===== config.mk =====
export PLATFORM = sky130hd
export DESIGN_NAME = shift_issue_buffer
export DESIGN_NICKNAME = d
export VERILOG_FILES = /design/src/logic/shift_pkg.sv /design/src/logic/shift_issue_buffer.sv
export SDC_FILE = /design/constraint.sdc
export NUM_CORES = 1
export LEC_CHECK = 0
export ABC_AREA = 1
export BUFFER_PORTS_ARGS = -buffer_cell sky130_fd_sc_hd__clkbuf_2
export CAP_MARGIN = 15
export CORE_ASPECT_RATIO = 2
export CORE_MARGIN = 3
export CORE_UTILIZATION = 49
export CTS_BUF_LIST = sky130_fd_sc_hd__clkbuf_4 sky130_fd_sc_hd__clkbuf_8
export DETAILED_ROUTE_END_ITERATION = 16
export GPL_ROUTABILITY_DRIVEN = 1
export GPL_TIMING_DRIVEN = 0
export PLACE_DENSITY = 0.82
export SYNTH_ARGS = -nofsm -noshare
export SYNTH_HDL_FRONTEND = slang
export SYNTH_SLANG_ARGS = --single-unit

===== constraint.sdc =====
create_clock -name CLK -period 2 [get_ports CLK]
set_input_delay 0.3 -clock CLK [delete_from_list [all_inputs] [get_ports CLK]]
set_output_delay 0.3 -clock CLK [all_outputs]
set_load 0.02 [all_outputs]

===== src/logic/shift_pkg.sv =====
// No register renaming: rd pending bits are architectural, so WAW/WAR pairs must not share the buffer.
`default_nettype none

package shift_pkg;

	// ============================================================
	// Sizes
	// ============================================================

	localparam int xlen        = 64;
	localparam int half_w      = 32;
	localparam int reg_count   = 32;
	localparam int reg_idx_w   = $clog2(reg_count);
	localparam int issue_depth = 4;
	localparam int slot_idx_w  = $clog2(issue_depth);

	// Six bits of shift amount cover 64-bit shifts; W forms use the low five.
	localparam int shamt_w     = 6;

	// ============================================================
	// Micro-op encoding
	// ============================================================

	// Code 3 is not produced by dispatch.
	typedef enum logic [1:0] {
		sll = 2'd0,
		srl = 2'd1,
		sra = 2'd2
	} shift_op_e;

	typedef struct packed {
		logic                 spare;
		logic [reg_idx_w-1:0] idx;
	} shift_rs2_t;

	// The second source is an immediate amount or an rs2 index, selected by is_imm.
	typedef union packed {
		logic [shamt_w-1:0] imm_shamt;
		shift_rs2_t         rs2;
	} shift_src2_u;

	typedef struct packed {
		shift_op_e            op;
		logic                 is_imm;
		logic                 is32;
		logic [reg_idx_w-1:0] rd;
		logic [reg_idx_w-1:0] rs1;
		shift_src2_u          src2;
	} shift_info_t;

	// Only the low shamt_w bits of op2 reach the shifter.
	typedef struct packed {
		shift_op_e            op;
		logic                 is32;
		logic [reg_idx_w-1:0] rd;
		logic [xlen-1:0]      op1;
		logic [xlen-1:0]      op2;
	} shift_exeparam_t;

	typedef struct packed {
		logic                 valid;
		logic [reg_idx_w-1:0] rd;
		logic [xlen-1:0]      data;
	} wb_t;

endpackage

`default_nettype wire


===== src/logic/shift_issue_buffer.sv =====
// Dispatch while buffer_full is high is dropped; a slot popped this cycle is reusable next cycle.
`default_nettype none
`timescale 1ns/1ps

module shift_issue_buffer (
	input  logic                                           CLK,
	input  logic                                           rst_n,
	input  logic                                           dispatch_valid,
	input  shift_pkg::shift_info_t                         dispatch_info,
	input  logic                                           pop,
	input  logic [shift_pkg::slot_idx_w-1:0]               pop_index,
	output logic                                           buffer_full,
	output logic                                           dispatch_accept,
	output logic [shift_pkg::issue_depth-1:0]              slot_alloc,
	output shift_pkg::shift_info_t [shift_pkg::issue_depth-1:0] slot_info
);

	import shift_pkg::*;

	logic [issue_depth-1:0]  alloc_q;
	logic [issue_depth-1:0]  alloc_set;
	logic [issue_depth-1:0]  alloc_clr;
	logic [slot_idx_w-1:0]   free_index;
	shift_info_t [issue_depth-1:0] info_q;

	assign buffer_full     = &alloc_q;
	assign dispatch_accept = dispatch_valid && !buffer_full;
	assign slot_alloc      = alloc_q;
	assign slot_info       = info_q;

	// Scan downwards so the last hit is the lowest free slot.
	always_comb begin
		free_index = '0;
		for (int i = issue_depth - 1; i >= 0; i--) begin
			if (!alloc_q[i]) begin
				free_index = slot_idx_w'(i);
			end
		end
	end

	always_comb begin
		for (int i = 0; i < issue_depth; i++) begin
			alloc_set[i] = dispatch_accept && (free_index == slot_idx_w'(i));
			alloc_clr[i] = pop && (pop_index == slot_idx_w'(i));
		end
	end

	// The free slot is never the popped one, so set and clear cannot collide.
	always_ff @(posedge CLK or negedge rst_n) begin
		if (!rst_n) begin
			alloc_q <= '0;
		end else begin
			alloc_q <= (alloc_q & ~alloc_clr) | alloc_set;
		end
	end

	always_ff @(posedge CLK) begin
		for (int i = 0; i < issue_depth; i++) begin
			if (alloc_set[i]) begin
				info_q[i] <= dispatch_info;
			end
		end
	end

endmodule

`default_nettype wire


# [Word-level counts from Yosys, hierarchy flattened]
# Cells that the tools add are included.
[totals] reg_bits=84 elab_cells=51 input_bits=26
[classes] n_reduce_logical=13 bitwise_logic=3 n_mux=4 n_eq_ne=6
[op_table] op="1-bit logical AND" n=9
[op_table] op="2-bit == test (second input constant)" n=4
[op_table] op="2-bit 2-to-1 mux" n=4
[op_table] op="4-bit bitwise AND" n=1
[op_table] op="2-bit by 1-bit == test with 1-bit output (second input constant)" n=2
[op_table] op="2-bit logical NOT" n=2
[op_table] op="4-bit inverter" n=1
[op_table] op="4-bit OR" n=1
[op_table] op="4-bit AND reduction" n=1
[op_table] op="1-bit logical NOT" n=1

# [Longest topological paths before layout]
# Gate-level depths: netlist of the first run.
[depth] depth_word=7 ltp_mapped=4

# [Least setup slack after synthesis of the first run]
# Ideal clock, no wire load.
[synth_path] kind="register -> register" start="register alloc_q[0] (netlist: slot_alloc[0])" end="register info_q (netlist bit slot_info[0]) (enable)" stages_incl_launch_ff=2 arrival_ns=1.417 synth_period_minus_slack_ns=1.815 setup_time_ns=0.398 slack_ns=0.185 cell_sequence="dfrtp_1 -> nor2_1"
[synth_via] elab_chain_cells=4
[synth_lines] element="start, declared" line="shift_issue_buffer.sv:20" rtl="logic [issue_depth-1:0] alloc_q;"
[synth_lines] element="start signal, assigned" line="shift_issue_buffer.sv:53" rtl="alloc_q <= (alloc_q & ~alloc_clr) | alloc_set;"
[synth_lines] element="4-bit AND reduction" line="shift_issue_buffer.sv:26" rtl="assign buffer_full = &alloc_q;"
[synth_lines] element="1-bit logical NOT" line="shift_issue_buffer.sv:27" rtl="assign dispatch_accept = dispatch_valid && !buffer_full;"
[synth_lines] element="1-bit logical AND" line="shift_issue_buffer.sv:27"
[synth_lines] element="1-bit logical AND *" line="shift_issue_buffer.sv:43" rtl="alloc_set[i] = dispatch_accept && (free_index == slot_idx_w'(i));"
[synth_lines] element="named net alloc_set[0]" line="shift_issue_buffer.sv:21" rtl="logic [issue_depth-1:0] alloc_set;"
[synth_lines] element="end signal, assigned by index" line="shift_issue_buffer.sv:60" rtl="info_q[i] <= dispatch_info;"
[synth_lines] element="end, declared" line="shift_issue_buffer.sv:24" rtl="shift_info_t [issue_depth-1:0] info_q;"
# Mark *: on every way through the listed nets, which the timed path passes. The rest lies on a longest branch.
# A chain may end at the register's enable or synchronous reset.

# [Worst setup path in the final report of the first run]
[layout_path] start="register alloc_q[0] (netlist: slot_alloc[0])" end="register info_q (netlist bit slot_info[60]) (enable)"
# Same word-level chain as after synthesis.

==> results of run 1 <==
-- logic make-up (layout without fill, tap and decap cells) --
family | count (synthesis) | in the layout | synth area share (%)
AOI/OAI and AO/OA | 4 | 4 | 0.763
DFF | 84 | 84 | 95.3
and+or+nand+nor | 16 | 16 | 2.62
buffers and inverters | 9 | 138 | 1.29
-- cell type report --
cell class / count / area share (%)
clock buffers: 15 / 5.40
flip-flops and latches: 84 / 72.0
well taps: 58 / 2.09
repair buffers: 113 / 16.7
multi-input cells: 20 / 2.63
inverters: 9 / 0.973
clock inverters: 1 / 0.144
-- final timing paths --
| path | end | slack [ps] | cells after the start |
|---|---|---|---|
| setup reg to reg | slot_info[60]$_DFFE_PP_ | 220 | 4 |
| min in group asynchronous | slot_alloc[1]$_DFF_PN0_ | 290 | 2 |
| hold / removal | slot_info[76]$_DFFE_PP_ | 160 | 1 |
| setup / recovery | slot_info[60]$_DFFE_PP_ | 220 | 4 |
| max in group asynchronous | slot_alloc[0]$_DFF_PN0_ | 1580 | 2 |
| hold reg to reg | slot_alloc[3]$_DFF_PN0_ | 580 | 2 |
-- repair_timing --
item / 4_1_cts / 5_1_grt
endpoints found under the hold margin: 4 / 0
resized for setup: 0 / 0
hold buffers: 1 / 0
-- stage by stage --
| stage | power (mW) | hold slack (ps) | instance area (µm²) |
|---|---|---|---|
| 3_3_place_gp | 3.28 | 113 | 3250 |
| 6_report | 4.37 | 163 | 3470 |
| 2_1_floorplan | 2.91 | 4.41 | 2630 |
| 4_1_cts | 4.42 | 143 | 3470 |
| 3_5_place_dp | 3.31 | 112 | 3270 |
| 5_1_grt | 4.58 | 142 | 3470 |
-- routing by layer --
layer	up-vias	track usage, %	share of wire [%]
met5	-	0	0
met4	0	10.8	1.7
met2	64	31.1	58
li1	676	-	-
met3	10	7.29	7.0
met1	688	18.5	33
-- critical path: stages, from the launching register on --
cell and delay (ps):
dfrtp_1 440, nand2_2 80, nor2_2 100, nand3_1 90, inv_1 690
-- layout by cell type, fill, tap and decap left out --
cell           synthesis  final
nand2_1                8      8
edfxtp_1              80     80
inv_1                  9      9
nand2_2                1      1
o21ai_0                4      4
nor2_1                 3      2
buf_8                  0      1
clkinv_2               0      1
clkbuf_2               0    111
clkbuf_8               0     12
nand3_1                3      3
clkbuf_4               0      3
dlygate4sd3_1          0      1
nor2_2                 1      2
dfrtp_1                4      4
-- where the power goes --
group	total (mW)	leakage, nW	switching [mW]	internal (mW)
logic	0.884	0.571	0.660	0.224
registers	2.37	0.781	0.103	2.27
clock network	1.11	0.104	0.520	0.594
-- state kept, by name, indices dropped and copies added, names as in the netlist --
name        cells
slot_alloc      4
slot_info      80
==> summary.md, run 1 <==
| Metric | Value |
|---|---|
| Number of I/O port buffers | `111` |
| Library cells used by synthesis | `9` |
| Total CTS buffers | `9` |
| Cell with the most instances after synthesis | `edfxtp_1` |
| Critical path type | `reg2reg` |
| DIE AREA | `0.00632 mm²` |
| Worst slack at placement | `196 ps` |
| Period minus WS final | `1780 ps` |
| Hold path start | `dispatch_info[16]` |
| Status | `complete, no violations` |
| Post-Synthesis Cells | `113` |
| FF/Latch Area | `0.00250 mm²` |
| Final TNS setup | `0 ps` |
| Detailed-route vias per instance | `4.79` |
| CP max FO | `20` |
| CTS Buffer Depth | `2` |
| Post-route ant nets | `0` |
| Final Util | `67.0%` |
| Maximum VDD drop | `0.772 mV` |
| Final setup viols | `0` |
| Clock-pin slew of the registers on the worst-case setup and hold paths | `70 ps` |
| Global Route Usage Sum | `18.3%` |
| HP Class | `in2reg` |
| Post-Synthesis Cell Area | `0.00263 mm²` |
| Layout cells sized above 1 | `54.1%` |
| RR Startpoint | `slot_alloc[0]$_DFF_PN0_` |
| Synth Area per Inst | `23.2 µm²` |
| RePlAce Congestion | `0.696` |
| Max-slew violation count | `0` |
| Antenna diodes | `0` |
| Initial antenna violation count | `0` |
| WP data arrival | `1750 ps` |
| Post-synthesis register bit count | `84` |
| Top-area cell type share of the netlist area | `91.5%` |
| Congestion Overflow GR | `0` |
| Worst slew pin tran | `927 ps` |
| Ports | `112` |
| Rel. slew slack | `38.1%` |
| CTS H-tree depth | `3` |
| Syn nets | `139` |
| Yosys warns | `0` |
| Highest clock rate | `0.561 GHz` |
| Largest net degree at the start of global routing | `21` |
| Clock Sinks | `84` |
| Dpl cells | `283` |
| Initial drt markers | `54` |
| Root Buffer | `clkbuf_8` |
| Post-CTS setup buffers | `0` |
| Clock Skews | `4.61 ps` |
| WP data required | `1970 ps` |
| Worst Setup SP | `slot_alloc[0]$_DFF_PN0_` |
| Predominant post-synthesis flop cell | `edfxtp_1` |
| Die Wd | `57.8 µm` |
| Multi-input logic area | `91.3 µm²` |
| Post-DP HPWL | `3720 µm` |
| Worst-Skew Late Latency | `340 ps` |
| Post-synth top cells | `edfxtp_1, inv_1, nand2_1` |
| RSZ-0062 raised after global routing | `no` |
| Synth area leaders | `edfxtp_1, dfrtp_1, inv_1` |
| CTS tree | `yes` |
| Worst setup margin | `217 ps` |
| Row count | `37` |
| Number of synthesized flops with an enable pin | `80` |
| CP Launch Type | `flip-flop` |
| Drt first pass iters | `4` |
| First-pass GRT wire length | `7850 µm` |
| Fillers | `384` |
| Number of global-route vias before repair | `1452` |
| Final nets | `263` |
| WL final | `5200 µm` |
| Initial Util | `50.6%` |
| Max Cap Violations | `0` |
| Area grow syn2layout | `32.3%` |
| Final worst path period share | `89.1%` |
| Critical Path End Type | `flip-flop` |
| Post-Layout Cell Count | `300` |
| WL/cell | `17.3 µm` |
| Residual DRC | `0` |
| Die Span Y | `110 µm` |
| Biggest area consumer among synthesized cells | `edfxtp_1` |
| Core Area | `0.00518 mm²` |
| Lkg Pwr | `1.46 nW` |
| Fraction of registers with async set/reset | `4.76%` |
| Post-synthesis sequential area ratio | `95.3%` |
| Power Dens Cells | `1260 mW/mm²` |
| Final Hold Fails | `0` |
| Vias | `1438` |
Power figures use the tool's default switching activity.
==> inputs of run 2 (changes only) <==
--- a/config.mk
+++ b/config.mk
@@ -8,7 +8,6 @@
 export ABC_AREA = 1
 export BUFFER_PORTS_ARGS = -buffer_cell sky130_fd_sc_hd__clkbuf_2
 export CAP_MARGIN = 15
-export CORE_ASPECT_RATIO = 2
 export CORE_MARGIN = 3
 export CORE_UTILIZATION = 49
 export CTS_BUF_LIST = sky130_fd_sc_hd__clkbuf_4 sky130_fd_sc_hd__clkbuf_8
==> constraint.sdc (replaced) <==
create_clock -name CLK -period 2 [get_ports CLK]
set_input_delay 0.4 -clock CLK [delete_from_list [all_inputs] [get_ports CLK]]
set_output_delay 0.4 -clock CLK [all_outputs]
set_load 0.02 [all_outputs]
==> run 2 against run 1 <==
Effect of this change:
- final area is 1.8% higher
- sequential power hardly changed
- maximum frequency is 1.4% lower
- total power is 6.6% higher
- via count is 0.21% lower
- highest routed layer unchanged
==> summary.md, run 2 (same netlist as run 1, synthesis figures left out) <==
| Metric | Value |
|---|---|
| Critical path type | `reg2reg` |
| Global Route Usage Sum | `17.1%` |
| Total chip power | `4.66 mW` |
| Drt first pass iters | `4` |
| CP Launch Type | `flip-flop` |
| RePlAce Congestion | `0.771` |
| Row count | `26` |
| Number of I/O port buffers | `111` |
| HP Class | `in2reg` |
| Hold path start | `dispatch_info[15]` |
| Final worst path period share | `90.4%` |
| Post-DP HPWL | `3420 µm` |
| RSZ-0062 raised after global routing | `no` |
| R2R Setup Slk | `190 ps` |
| Core Area | `0.00514 mm²` |
| Worst Setup SP | `slot_alloc[0]$_DFF_PN0_` |
| Layout cells sized above 1 | `53.7%` |
| DIE AREA | `0.00627 mm²` |
| Most frequent cells in the layout | `clkbuf_2, edfxtp_1, inv_1, clkbuf_8, nand2_1` |
| WP data arrival | `1760 ps` |
| Initial antenna violation count | `0` |
| Antenna diodes | `0` |
| CTS Buffer Depth | `2` |
| Final Hold Fails | `0` |
| Largest net degree at the start of global routing | `21` |
| Post-Layout Cell Count | `312` |
| Clock Sinks | `84` |
| Clock-pin slew of the registers on the worst-case setup and hold paths | `80 ps` |
| Final setup viols | `0` |
| Max-slew violation count | `0` |
| Final nets | `263` |
| WP data required | `1960 ps` |
| Ports | `112` |
| Residual DRC | `0` |
| Initial drt markers | `91` |
| Status | `complete, no violations` |
| Maximum VDD drop | `0.818 mV` |
| WL final | `4940 µm` |
| Area grow syn2layout | `34.7%` |
| CP Cell Sequence | `nand2_2 -> nor2_2 -> nand3_1 -> inv_1` |
| Max Cap Violations | `0` |
| Power Dens Cells | `1320 mW/mm²` |
| Detailed-route vias per instance | `4.60` |
| Congestion Overflow GR | `0` |
| Most common cell after layout, fill and taps aside | `clkbuf_2` |
| Worst slack at placement | `96.0 ps` |
| Clock Skews | `8.39 ps` |
| Worst slew pin tran | `888 ps` |
| Period minus WS final | `1810 ps` |
| Final Util | `68.8%` |
| Dpl cells | `295` |
| Lkg Pwr | `1.47 nW` |
| Die Wd | `79.2 µm` |
| Post-CTS setup buffers | `0` |
| Vias | `1435` |
| Worst setup margin | `191 ps` |
| Max reg flops | `80` |
| Die Span Y | `79.2 µm` |
| CP peak stage delay | `660 ps` |
| CP max FO | `20` |
| WL/cell | `15.8 µm` |
| Critical Path End Type | `flip-flop` |
| First-pass GRT wire length | `7530 µm` |
| CTS tree | `yes` |
| CTS H-tree depth | `3` |
| RR Startpoint | `slot_alloc[0]$_DFF_PN0_` |
| Initial Util | `51.1%` |
| Rel. slew slack | `40.8%` |
| Highest clock rate | `0.553 GHz` |
| Root Buffer | `clkbuf_8` |
| Final TNS setup | `0 ps` |
| Number of global-route vias before repair | `1418` |
| Worst-Skew Late Latency | `330 ps` |
| Crit path max-delay cell type | `inv_1` |
| Total CTS buffers | `9` |
| Post-route ant nets | `0` |
## run 2: cell types whose count changed in the layout (fill, tap and decap cells not counted)
cell / before / now
clkinv_1: 0 / 1
clkinv_2: 1 / 0
clkbuf_8: 12 / 9
clkbuf_4: 3 / 2
clkinv_4: 0 / 1
bufinv_16: 0 / 3
## run 2: path summary, 6_finish.rpt
check,end,depth (start not counted)
max,slot_info[43]$_DFFE_PP_,4
min,slot_info[55]$_DFFE_PP_,1
max reg2reg,slot_info[43]$_DFFE_PP_,4
min reg2reg,slot_alloc[3]$_DFF_PN0_,2
max in group asynchronous,slot_alloc[2]$_DFF_PN0_,2
min in group asynchronous,slot_alloc[0]$_DFF_PN0_,2
## run 2: cell type report
cell class / count / area [µm²]
repair buffers: 113 / 581
well taps: 70 / 87.6
clock buffers: 11 / 139
fillers: 364 / 1600
inverters: 9 / 33.8
clock inverters: 5 / 103
flip-flops and latches: 84 / 2500
multi-input cells: 20 / 91.3
## run 2: per-stage QoR
step                hold slack [ps]  cell area, µm²
global placement                210            3270
floorplan                       104            2630
finish                          277            3540
detailed placement              214            3290
CTS                             256            3540
global route                    262            3540
## run 2: layer usage
metal  part of all wire (%)  vias to the layer above  GRT usage [%]
li1                       -                      675              -
met1                     37                      689           19.8
met2                     54                       65           27.3
met3                    8.0                        6           5.44
met4                    1.4                        0           11.3
met5                      0                        -              0
## run 2: repair_timing
action / 4_1_cts / 5_1_grt
setup endpoints to repair: 0 / 0
endpoints found under the hold margin: 4 / 0
hold buffers: 1 / 0
resized for setup: 0 / 0
## run 2: power by group
group          leakage [nW]  internal (mW)  switching [mW]
clock network         0.122          0.856           0.545
logic                 0.571          0.224           0.657
registers             0.781           2.27           0.107
total                  1.47           3.35            1.31
## run 2: worst max-delay path: cells and delay by family (launching register included)
kind,cells,cell delay (ps)
buffers and inverters,1,660
DFF,1,450
and+or+nand+nor,3,320
