===== config.mk =====
export PLATFORM = sky130hd
export DESIGN_NAME = shift_execute
export DESIGN_NICKNAME = d
export VERILOG_FILES = /design/src/logic/shift_pkg.sv /design/src/logic/shift_execute.sv
export SDC_FILE = /design/constraint.sdc
export NUM_CORES = 1
export LEC_CHECK = 0
export BUFFER_PORTS_ARGS = -buffer_cell sky130_fd_sc_hd__buf_4
export CAP_MARGIN = 20
export CORE_MARGIN = 2
export CORE_UTILIZATION = 50
export DETAILED_ROUTE_END_ITERATION = 12
export HOLD_SLACK_MARGIN = 0.08
export PLACE_DENSITY = 0.72
export SLEW_MARGIN = 20
export SYNTH_ARGS = -nofsm -noshare
export SYNTH_HDL_FRONTEND = slang
export SYNTH_SLANG_ARGS = --single-unit

===== constraint.sdc =====
create_clock -name CLK -period 0.8 [get_ports CLK]
set_input_delay 0.08 -clock CLK [delete_from_list [all_inputs] [get_ports CLK]]
set_output_delay 0.08 -clock CLK [all_outputs]
set_load 0.01 [all_outputs]

===== src/logic/shift_pkg.sv =====
// No register renaming: rd pending bits are architectural, so WAW/WAR pairs must not share the buffer.
`default_nettype none

package shift_pkg;

	// ============================================================
	// Sizes
	// ============================================================

	localparam int xlen        = 64;
	localparam int half_w      = 32;
	localparam int reg_count   = 32;
	localparam int reg_idx_w   = $clog2(reg_count);
	localparam int issue_depth = 4;
	localparam int slot_idx_w  = $clog2(issue_depth);

	// Six bits of shift amount cover 64-bit shifts; W forms use the low five.
	localparam int shamt_w     = 6;

	// ============================================================
	// Micro-op encoding
	// ============================================================

	// Code 3 is not produced by dispatch.
	typedef enum logic [1:0] {
		sll = 2'd0,
		srl = 2'd1,
		sra = 2'd2
	} shift_op_e;

	typedef struct packed {
		logic                 spare;
		logic [reg_idx_w-1:0] idx;
	} shift_rs2_t;

	// The second source is an immediate amount or an rs2 index, selected by is_imm.
	typedef union packed {
		logic [shamt_w-1:0] imm_shamt;
		shift_rs2_t         rs2;
	} shift_src2_u;

	typedef struct packed {
		shift_op_e            op;
		logic                 is_imm;
		logic                 is32;
		logic [reg_idx_w-1:0] rd;
		logic [reg_idx_w-1:0] rs1;
		shift_src2_u          src2;
	} shift_info_t;

	// Only the low shamt_w bits of op2 reach the shifter.
	typedef struct packed {
		shift_op_e            op;
		logic                 is32;
		logic [reg_idx_w-1:0] rd;
		logic [xlen-1:0]      op1;
		logic [xlen-1:0]      op2;
	} shift_exeparam_t;

	typedef struct packed {
		logic                 valid;
		logic [reg_idx_w-1:0] rd;
		logic [xlen-1:0]      data;
	} wb_t;

endpackage

`default_nettype wire


===== src/logic/shift_execute.sv =====
// Single-cycle shifter; op code 3 yields zero, and W results are sign-extended from bit 31.
`default_nettype none
`timescale 1ns/1ps

module shift_execute (
	input  logic                       CLK,
	input  logic                       rst_n,
	input  logic                       exeparam_valid,
	input  shift_pkg::shift_exeparam_t exeparam,
	output shift_pkg::wb_t             wb
);

	import shift_pkg::*;

	logic [shamt_w-1:0]   sh64;
	logic [shamt_w-2:0]   sh32;
	logic [half_w-1:0]    word_in;
	logic [half_w-1:0]    word_res;
	logic [xlen-1:0]      wide_res;
	logic [xlen-1:0]      result;
	logic                 wb_valid_q;
	logic [reg_idx_w-1:0] wb_rd_q;
	logic [xlen-1:0]      wb_data_q;

	assign sh64    = exeparam.op2[shamt_w-1:0];
	assign sh32    = exeparam.op2[shamt_w-2:0];
	assign word_in = exeparam.op1[half_w-1:0];

	// Both widths are computed; is32 picks one.
	always_comb begin
		case (exeparam.op)
			sll: begin
				wide_res = exeparam.op1 << sh64;
				word_res = word_in << sh32;
			end
			srl: begin
				wide_res = exeparam.op1 >> sh64;
				word_res = word_in >> sh32;
			end
			sra: begin
				wide_res = $signed(exeparam.op1) >>> sh64;
				word_res = $signed(word_in) >>> sh32;
			end
			default: begin
				wide_res = '0;
				word_res = '0;
			end
		endcase
	end

	assign result = exeparam.is32 ? {{(xlen - half_w){word_res[half_w-1]}}, word_res} : wide_res;

	// ============================================================
	// Writeback register
	// ============================================================

	always_ff @(posedge CLK or negedge rst_n) begin
		if (!rst_n) begin
			wb_valid_q <= 1'b0;
		end else begin
			wb_valid_q <= exeparam_valid;
		end
	end

	always_ff @(posedge CLK) begin
		if (exeparam_valid) begin
			wb_rd_q   <= exeparam.rd;
			wb_data_q <= result;
		end
	end

	always_comb begin
		wb.valid = wb_valid_q;
		wb.rd    = wb_rd_q;
		wb.data  = wb_data_q;
	end

endmodule

`default_nettype wire


==> results of run 1 <==
-- layer usage --
| layer | overflow | global-route usage (%) |
|---|---|---|
| met5 | 0 | 17.6 |
| met2 | 13 | 90.2 |
| met4 | 13 | 69.4 |
| met1 | 0 | 78.9 |
| met3 | 0 | 61.7 |
-- stage by stage --
step           worst slack, ns  setup TNS (ns)  utilization [%]
2_1_floorplan            -1.39          -78.34                -
3_3_place_gp             -2.19         -115.44             73.8
3_5_place_dp             -2.23         -119.35             73.8
4_1_cts                  -1.25          -83.78             82.1
-- cells by family after synthesis --
family,Yosys count,synth area share (%)
buffers and inverters,153,6.18
multiplexers,305,39.8
AND/OR/NAND/NOR,366,13.8
AO/OA/AOI/OAI,420,23.1
flip-flops,70,17.0
XOR/XNOR,2,0.142
-- repair_timing --
| item | 4_1_cts |
|---|---|
| pin swaps | 72 |
| cloned | 9 |
| buffers inserted | 22 |
| gates resized for setup | 298 |
| endpoints found under the setup margin | 134 |
| hold buffers | 7 |
| endpoints found under the hold margin | 6 |
==> metrics.md, run 1 <==
| Metric | Value |
|---|---|
| Error | [ERROR GRT-0232] Routing congestion too high. Check the congestion heatmap in the GUI. |
| Synth top area share | about a quarter |
| Post-DP Area | 0.0179 mm2 |
| Stopped at | global routing |
| Gr ovfl total | 26 |
| Post-Syn Nets | 1455 |
| Count of state elements after synthesis | 70 |
| Async set-reset flop share out of synthesis | 1.43% |
| Synthesized area | 0.0123 mm2 |
| Largest area contributor in the netlist | mux4_2 |
| Synth cell types | 87 |
| Synth warnings | 0 |
| I/O Buffers | 150 |
| CTS H-tree lvls | 3 |
| Synth Instances | 1316 |
| Pin count of the biggest net entering global routing | 24 |
| Number of I/O pins | 209 |
| Syn avg cell area | 9.37 um2 |
| TritonCTS sink count | 70 |
| Placed Cells | 2211 |
| Starting Density | 50.8% |
| Chip width | 161 um |
| CTS root buf | clkbuf_16 |
| Row cnt | between 50 and 60 |
| Most used DFF post-synth | edfxtp_1 |
| Top cells by area, synth | mux4_2 24%, edfxtp_1 17%, mux2_2 7.5% |
| EDFF count, synth | 69 |
| Most frequent cells after synthesis | 132 x mux4_2, 113 x nor2_1, 106 x nand2_1 |
| Register area share after synthesis | 17.0% |
| RD Place Congestion | around 1.3 |
| Die height | about 160 um |
| Most frequent cell after synthesis | mux4_2 |
| Status | stopped before the end |
| Clock Tree Buf Depth | 2 |
| GRT Util Overall | between 70 and 80% |
| HPWL after DPL | ~62000 um |
| Number of buffers created by CTS | 9 |
==> run 2: changes to the inputs <==
CORE_UTILIZATION = 35   (was 50)
HOLD_SLACK_MARGIN = default   (was 0.08)
PLACE_DENSITY = default   (was 0.72)
PLACE_DENSITY_LB_ADDON = 0.15   (was default)
==> run 2 against run 1 <==
  * The flow now finishes, with violations (negative setup slack)
  * Synthesized area unchanged
  * Synthesized cell count did not move
==> metrics.md, run 2 <==
| Metric | Value |
|---|---|
| Number of buffers created by CTS | 9 |
| First-pass GRT wire length | 128000 um |
| Critical Path RT | 0.89 ns |
| CTS tree | yes |
| Arr. time, crit path | ~2.3 ns |
| Fin cells | 2488 |
| Starting DRT DRC Count | 3207 |
| Starting Density | a little over a third |
| CTS clk-pin slew, worst paths | 0.06 ns |
| Pin count of the biggest net entering global routing | slightly above 40 |
| Synth warnings | 0 |
| Hold Crit Class | in -> async |
| Antenna violations before repair | 2 |
| Max FFs per register | 64 |
| Synth top area share | 24.1% |
| TritonCTS sink count | 70 |
| Residual DRC | 0 |
| P&R area growth vs syn | 80.1% |
| Failing checks | negative setup slack |
| Biggest regs | wb_data_q: 64 flops, wb_rd_q: 5 flops, wb_valid_q: 1 flops |
| Most common cell after layout, fill and taps aside | buf_4 |
| Register area share after synthesis | 17.0% |
| Clock Tree Buf Depth | 2 |
| Place WS | -2.15 ns |
| Core area | 0.0346 mm2 |
| Grt met2 use | about 72% |
| Critical-path top delay cell | mux4_2 |
| Clock power share | between 10% and 20% |
| Pins over their slew limit | 0 |
| Pre-antenna DRT Iters | 6 |
| Count of state elements after synthesis | 70 |
| Slew HR | about two fifths |
| Busiest grt layer | met2 |
| CP endpoint kind | flop |
| Setup Viol. Count Final | roughly 130 |
| Post-layout util | 64.1% |
| Status | finished with violations |
| Post-DP Area | 0.0186 mm2 |
| Post-route design area | 0.0222 mm2 |
| Crit share post-route | 279% |
| Via Count | 17827 |
| Die height | 192 um |
| Peak VDD IR | ~1.4 mV |
| CTS H-tree lvls | 3 |
| Final Hold Fails | 0 |
| Number of I/O pins | 209 |
| Die Footprint | 0.0367 mm2 |
| Setup ws final | -1.43 ns |
| Max Cap Viol | 0 |
| M1 GR Usage | about two thirds |
| Syn avg cell area | 9.37 um2 |
| Top cells by area, synth | mux4_2 24%, edfxtp_1 17%, mux2_2 7.5% |
| Row cnt | 68 |
| Max frequency | 448 MHz |
| Vias in the first global route | 16702 |
| Via/cell ratio | roughly 7 |
| Crit Path Class | in -> reg |
| Most used DFF post-synth | edfxtp_1 |
| I/O Buffers | 150 |
| RSZ-0062 raised after global routing | true |
| GRT Util Overall | 49.7% |
| EDFF count, synth | 69 |
| Setup TNS Final | -92.62 ns |
| Period minus WS final | 2.23 ns |
| Post-route ant nets | 0 |
| Seq pwr share | about 18% |
| CTS root buf | clkbuf_16 |
| Type of origin of the critical path | input port |
| WL per Instance | 38.8 um |
| Static leakage | 9.08 nW |
| RD Place Congestion | 1.09 |
| Gr ovfl total | 0 |
| Synth Instances | between 1000 and 1500 |
| Most frequent cells after synthesis | 132 x mux4_2, 113 x nor2_1, 106 x nand2_1 |
| Placed Cells | 2392 |
| Internal power | 0.0151 W |
| Most frequent cell after synthesis | mux4_2 |
| Post-Syn Nets | 1455 |
| Most used cell, CP | mux4_2 |
| Sw power | roughly 0.012 W |
| Largest area contributor in the netlist | mux4_2 |
| Met3 Resource Use GR | 15.2% |
| Async set-reset flop share out of synthesis | 1.43% |
| Switch share | 43.9% |
| Synthesized area | 0.0123 mm2 |
| Most flop-heavy register | wb_data_q |
| Max incr delay on CP | 0.63 ns |
| Layout cell share with drive strength beyond 1 | 67.1% |
| Commonest cells after routing, fill and taps aside | 645 x buf_4, 137 x mux4_2, 123 x buf_6 |
| Logic pwr share | roughly 68% |
| Chip width | 192 um |
| CP max FO | 6 |
| Cells along the critical path | clkbuf_16 -> buf_12 -> buf_8 -> mux4_2 -> mux4_2 -> buf_6 -> a21oi_2 -> o21ai_1 -> a21oi_1 -> nor2_2 |
| Slew of the pin with the lowest slew margin | 0.908 ns |
| HPWL after DPL | roughly 70000 um |
| PwrDens | 1210 mW/mm2 |
| DRT Wirelength | 96500 um |
| Synth cell types | 87 |
| Nets | 2165 |
==> run 2: cell counts after synthesis <==
No cell type changed its count.
==> run 2: per-stage QoR <==
step	hold WS, ns	power, W
6_report	0.0479	0.0268
4_1_cts	0.0443	0.0248
2_1_floorplan	-0.216	0.0109
5_1_grt	0.0590	0.0270
3_5_place_dp	-0.140	0.0189
3_3_place_gp	-0.144	0.0188
==> run 2: per-layer routing <==
| metal | wire length (um) | vias up |
|---|---|---|
| li1 | - | 6800 |
| met1 | 34100 | 8558 |
| met2 | 39000 | 1948 |
| met3 | 14400 | 519 |
| met4 | 8970 | 2 |
| met5 | 16 | - |
==> run 2: cell families (layout without fill, tap and decap cells) <==
| group | count (synthesis) | count (layout) | share of synthesized area [%] |
|---|---|---|---|
| AO/OA/AOI/OAI | 420 | 420 | 23.1 |
| flip-flops | 70 | 70 | 17.0 |
| multiplexers | 305 | 305 | 39.8 |
| buffers and inverters | 153 | 868 | 6.18 |
| XOR/XNOR | 2 | 2 | 0.142 |
| AND/OR/NAND/NOR | 366 | 366 | 13.8 |
| other | 0 | 2 | 0 |
==> run 2: final cells by class <==
cell class / instances / area, um2
fill: 2727 / 12400
sequential: 70 / 2100
timing repair buffer: 845 / 7770
clock inverter: 6 / 38.8
clock buffer: 10 / 229
inverter: 7 / 33.8
tap: 455 / 569
multi-input combinational: 1093 / 11500
antenna: 2 / 5.00
==> run 2: power by group through the flow <==
stage / sequential, W / clock (W) / combinational [W]
2_1_floorplan: 0.00493 / 0 / 0.00597
3_3_place_gp: 0.00478 / 0 / 0.0140
3_5_place_dp: 0.00478 / 0 / 0.0141
4_1_cts: 0.00476 / 0.00386 / 0.0162
5_1_grt: 0.00480 / 0.00397 / 0.0183
6_report: 0.00478 / 0.00382 / 0.0182
==> run 2: worst paths after layout <==
check	start	endpoint	slack [ns]
max	exeparam[0]	wb_data_q[17]	-1.43
min	rst_n	wb_valid_q	0.05
max in group asynchronous	rst_n	wb_valid_q	0.67
min in group CLK	exeparam_valid	wb_valid_q	0.16
==> run 2: timing repair <==
action | in CTS | in global routing
cloned | 16 | 2
hold buffers | 6 | 0
pin swaps | 76 | 82
resized for setup | 383 | 158
endpoints found under the hold margin | 6 | 0
setup endpoints to repair | 134 | 134
setup buffers | 44 | 29
==> run 2: critical path, delay by kind of cell <==
| kind | cells | cell delay [ns] |
|---|---|---|
| AND/OR/NAND/NOR | 1 | 0.06 |
| AO/OA/AOI/OAI | 3 | 0.35 |
| buffers and inverters | 4 | 0.56 |
| multiplexers | 2 | 1.26 |
Note: power is estimated with default switching activity, not from simulation.
==> run 3: changes to the inputs <==
ABC_AREA = 1   (was default)
==> run 3 against run 2 <==
  * The run still ends with negative setup slack left
  * Worst setup slack gained 0.47 ns
  * Core utilization shrank 1.6 points
  * Maximum frequency grew 26%
  * Non-clock buffer count shrank 178
  * Design area shrank 3.3%
  * Synthesized cell count grew 71%
  * Critical path depth grew 3
  * Cell count grew 29%
  * Routed wire length shrank 12%
  * Sequential share of layout area grew 0.32 points
  * Hold slack gained 0.0040 ns
  * Via count grew 13%
  * Highest routed layer unchanged
==> metrics.md, run 3 <==
| Metric | Value |
|---|---|
| Gr ovfl total | 0 |
| Most common cell after layout, fill and taps aside | nand2_1 |
| Top cells by area, synth | nand3_1 36%, nand2_1 24%, edfxtp_1 17% |
| CP endpoint kind | flop |
| HPWL after DPL | 63400 um |
| Vias in the first global route | about 19000 |
| Place WS | -1.46 ns |
| Chip width | 191 um |
| Commonest cells after routing, fill and taps aside | 571 x nand2_1, 530 x buf_4, 509 x nand3_1 |
| Starting Density | 35.4% |
| Max frequency | about 570 MHz |
| Slew HR | 44.0% |
| Max Cap Viol | 0 |
| Most frequent cells after synthesis | 869 x nand3_1, 775 x nand2_1, 70 x nor2_1 |
| Arr. time, crit path | 1.87 ns |
| Fillers | 3245 |
| Register area share after synthesis | between 10% and 20% |
| Residual DRC | 0 |
| Number of I/O pins | 209 |
| Number of buffers created by CTS | 9 |
| Hold Crit Class | in -> async |
| Total power | 0.0238 W |
| Peak VDD IR | ~1.1 mV |
| Synth top area share | 35.7% |
| Setup Viol. Count Final | 134 |
| Most frequent cell after synthesis | nand3_1 |
| Core area | 0.0344 mm2 |
| Synthesized area | 0.0122 mm2 |
| RD Place Congestion | approximately 1.1 |
| I/O Buffers | 150 |
| Max FFs per register | 64 |
| Post-Syn Nets | 2384 |
| Status | finished with violations |
| Antenna violations before repair | 2 |
| CP max FO | 8 |
| CTS H-tree lvls | 3 |
| Via Count | 20066 |
| TritonCTS sink count | 70 |
| EDFF count, synth | a little under 70 |
| Setup ws final | -0.964 ns |
| Post-route ant nets | 0 |
| Synth cell types | 40 |
| Crit Path Class | in -> reg |
| Period minus WS final | 1.76 ns |
| Async set-reset flop share out of synthesis | 1.43% |
| Die height | 191 um |
| Pin count of the biggest net entering global routing | 44 |
| Slew of the pin with the lowest slew margin | 0.837 ns |
| RSZ-0062 raised after global routing | true |
| GRT Util Overall | 44.0% |
| Antenna Cells | 0 |
| Clock Tree Buf Depth | 2 |
| First-pass GRT wire length | 118000 um |
| Syn avg cell area | roughly 5.4 um2 |
| Largest area contributor in the netlist | nand3_1 |
| P&R area growth vs syn | 76.3% |
| Pre-antenna DRT Iters | 6 |
| Nets | 2896 |
| Synth warnings | 0 |
| Count of state elements after synthesis | 70 |
| Biggest regs | wb_data_q: 64 flops, wb_rd_q: 5 flops, wb_valid_q: 1 flops |
| Type of origin of the critical path | input port |
| Failing checks | negative setup slack |
| CTS clk-pin slew, worst paths | 0.06 ns |
| Layout cell share with drive strength beyond 1 | 49.7% |
| Critical Path RT | about 0.90 ns |
| CTS root buf | clkbuf_16 |
| CTS tree | yes |
| Most flop-heavy register | wb_data_q |
| Crit share post-route | 220% |
| Final Hold Fails | 0 |
| Synth Instances | 2245 |
| Most used DFF post-synth | edfxtp_1 |
| WL per Instance | 26.3 um |
| Pins over their slew limit | 0 |
| Row cnt | 68 |
| PwrDens | between 1000 and 1500 mW/mm2 |
| Post-layout util | 62.5% |
| Static leakage | 10.3 nW |
| Via/cell ratio | slightly above 6 |
| Die Footprint | 0.0363 mm2 |
| DRT Wirelength | around 85000 um |
| Starting DRT DRC Count | 2686 |
run 3: cell families after synthesis:
| kind of cell | Yosys count | synth area share [%] |
|---|---|---|
| simple gates | 1789 | 66.6 |
| buf+inv | 231 | 9.15 |
| compound gates | 155 | 7.03 |
| flops | 70 | 17.2 |
run 3: worst max-delay path, stage by stage:
cell	delay (ns)
buf_16	0.15
clkinv_16	0.10
buf_16	0.16
buf_4	0.15
nand3_1	0.12
nand3_2	0.21
nand3_1	0.19
nand3_1	0.16
nand3_2	0.13
a21oi_2	0.21
nand2_2	0.09
nand2_1	0.06
nand2_1	0.04
run 3: stage by stage:
stage	TNS, ns	instances	area (um2)	hold slack [ns]
3_3_place_gp	-87.62	3154	17200	-0.145
5_1_grt	-69.11	3217	21500	0.0628
2_1_floorplan	-43.53	2245	12600	-0.216
4_1_cts	-64.04	3193	19200	0.0552
3_5_place_dp	-87.47	3154	17200	-0.140
6_report	-64.85	3217	21500	0.0519
run 3: path summary, 6_finish.rpt:
check / slack, ns / startpoint / depth (start not counted) / endpoint
max: -0.96 / exeparam[1] / 13 / wb_data_q[46]
min: 0.05 / rst_n / 2 / wb_valid_q
max in group asynchronous: 0.67 / rst_n / 2 / wb_valid_q
min in group CLK: 0.14 / exeparam_valid / 2 / wb_valid_q
run 3: repair_timing:
item,CTS,global route
buffers inserted,8,16
endpoints found under the setup margin,134,134
hold buffers,6,0
gates cloned,9,8
endpoints found under the hold margin,6,0
pin swaps,33,77
gates resized for setup,340,461
run 3: area by class of cell:
class | count | area, um2 | share of cell area (%)
multi-input cells | 1944 | 12100 | 56.2
repair buffers | 667 | 6130 | 28.6
flip-flops and latches | 70 | 2100 | 9.77
well taps | 455 | 569 | 2.65
inverters | 63 | 290 | 1.35
clock buffers | 15 | 278 | 1.29
clock inverters | 1 | 30.0 | 0.140
repair inverters | 2 | 16.3 | 0.0758
run 3: routing by layer:
| metal | vias to the layer above | GRT usage, % | wire length (um) |
|---|---|---|---|
| met2 | 1438 | 68.3 | 36100 |
| met5 | - | 0 | 26 |
| met1 | 9412 | 55.5 | 31900 |
| li1 | 8789 | - | - |
| met4 | 4 | 27.6 | 7180 |
| met3 | 423 | 9.22 | 9440 |
run 3: where the power goes:
group          leakage [nW]  internal [W]  switching [W]  total, W
registers             0.678       0.00453       0.000201   0.00473
clock network         0.150       0.00268        0.00160   0.00428
logic                  9.47       0.00583        0.00894    0.0148
total                  10.3        0.0130         0.0108    0.0238
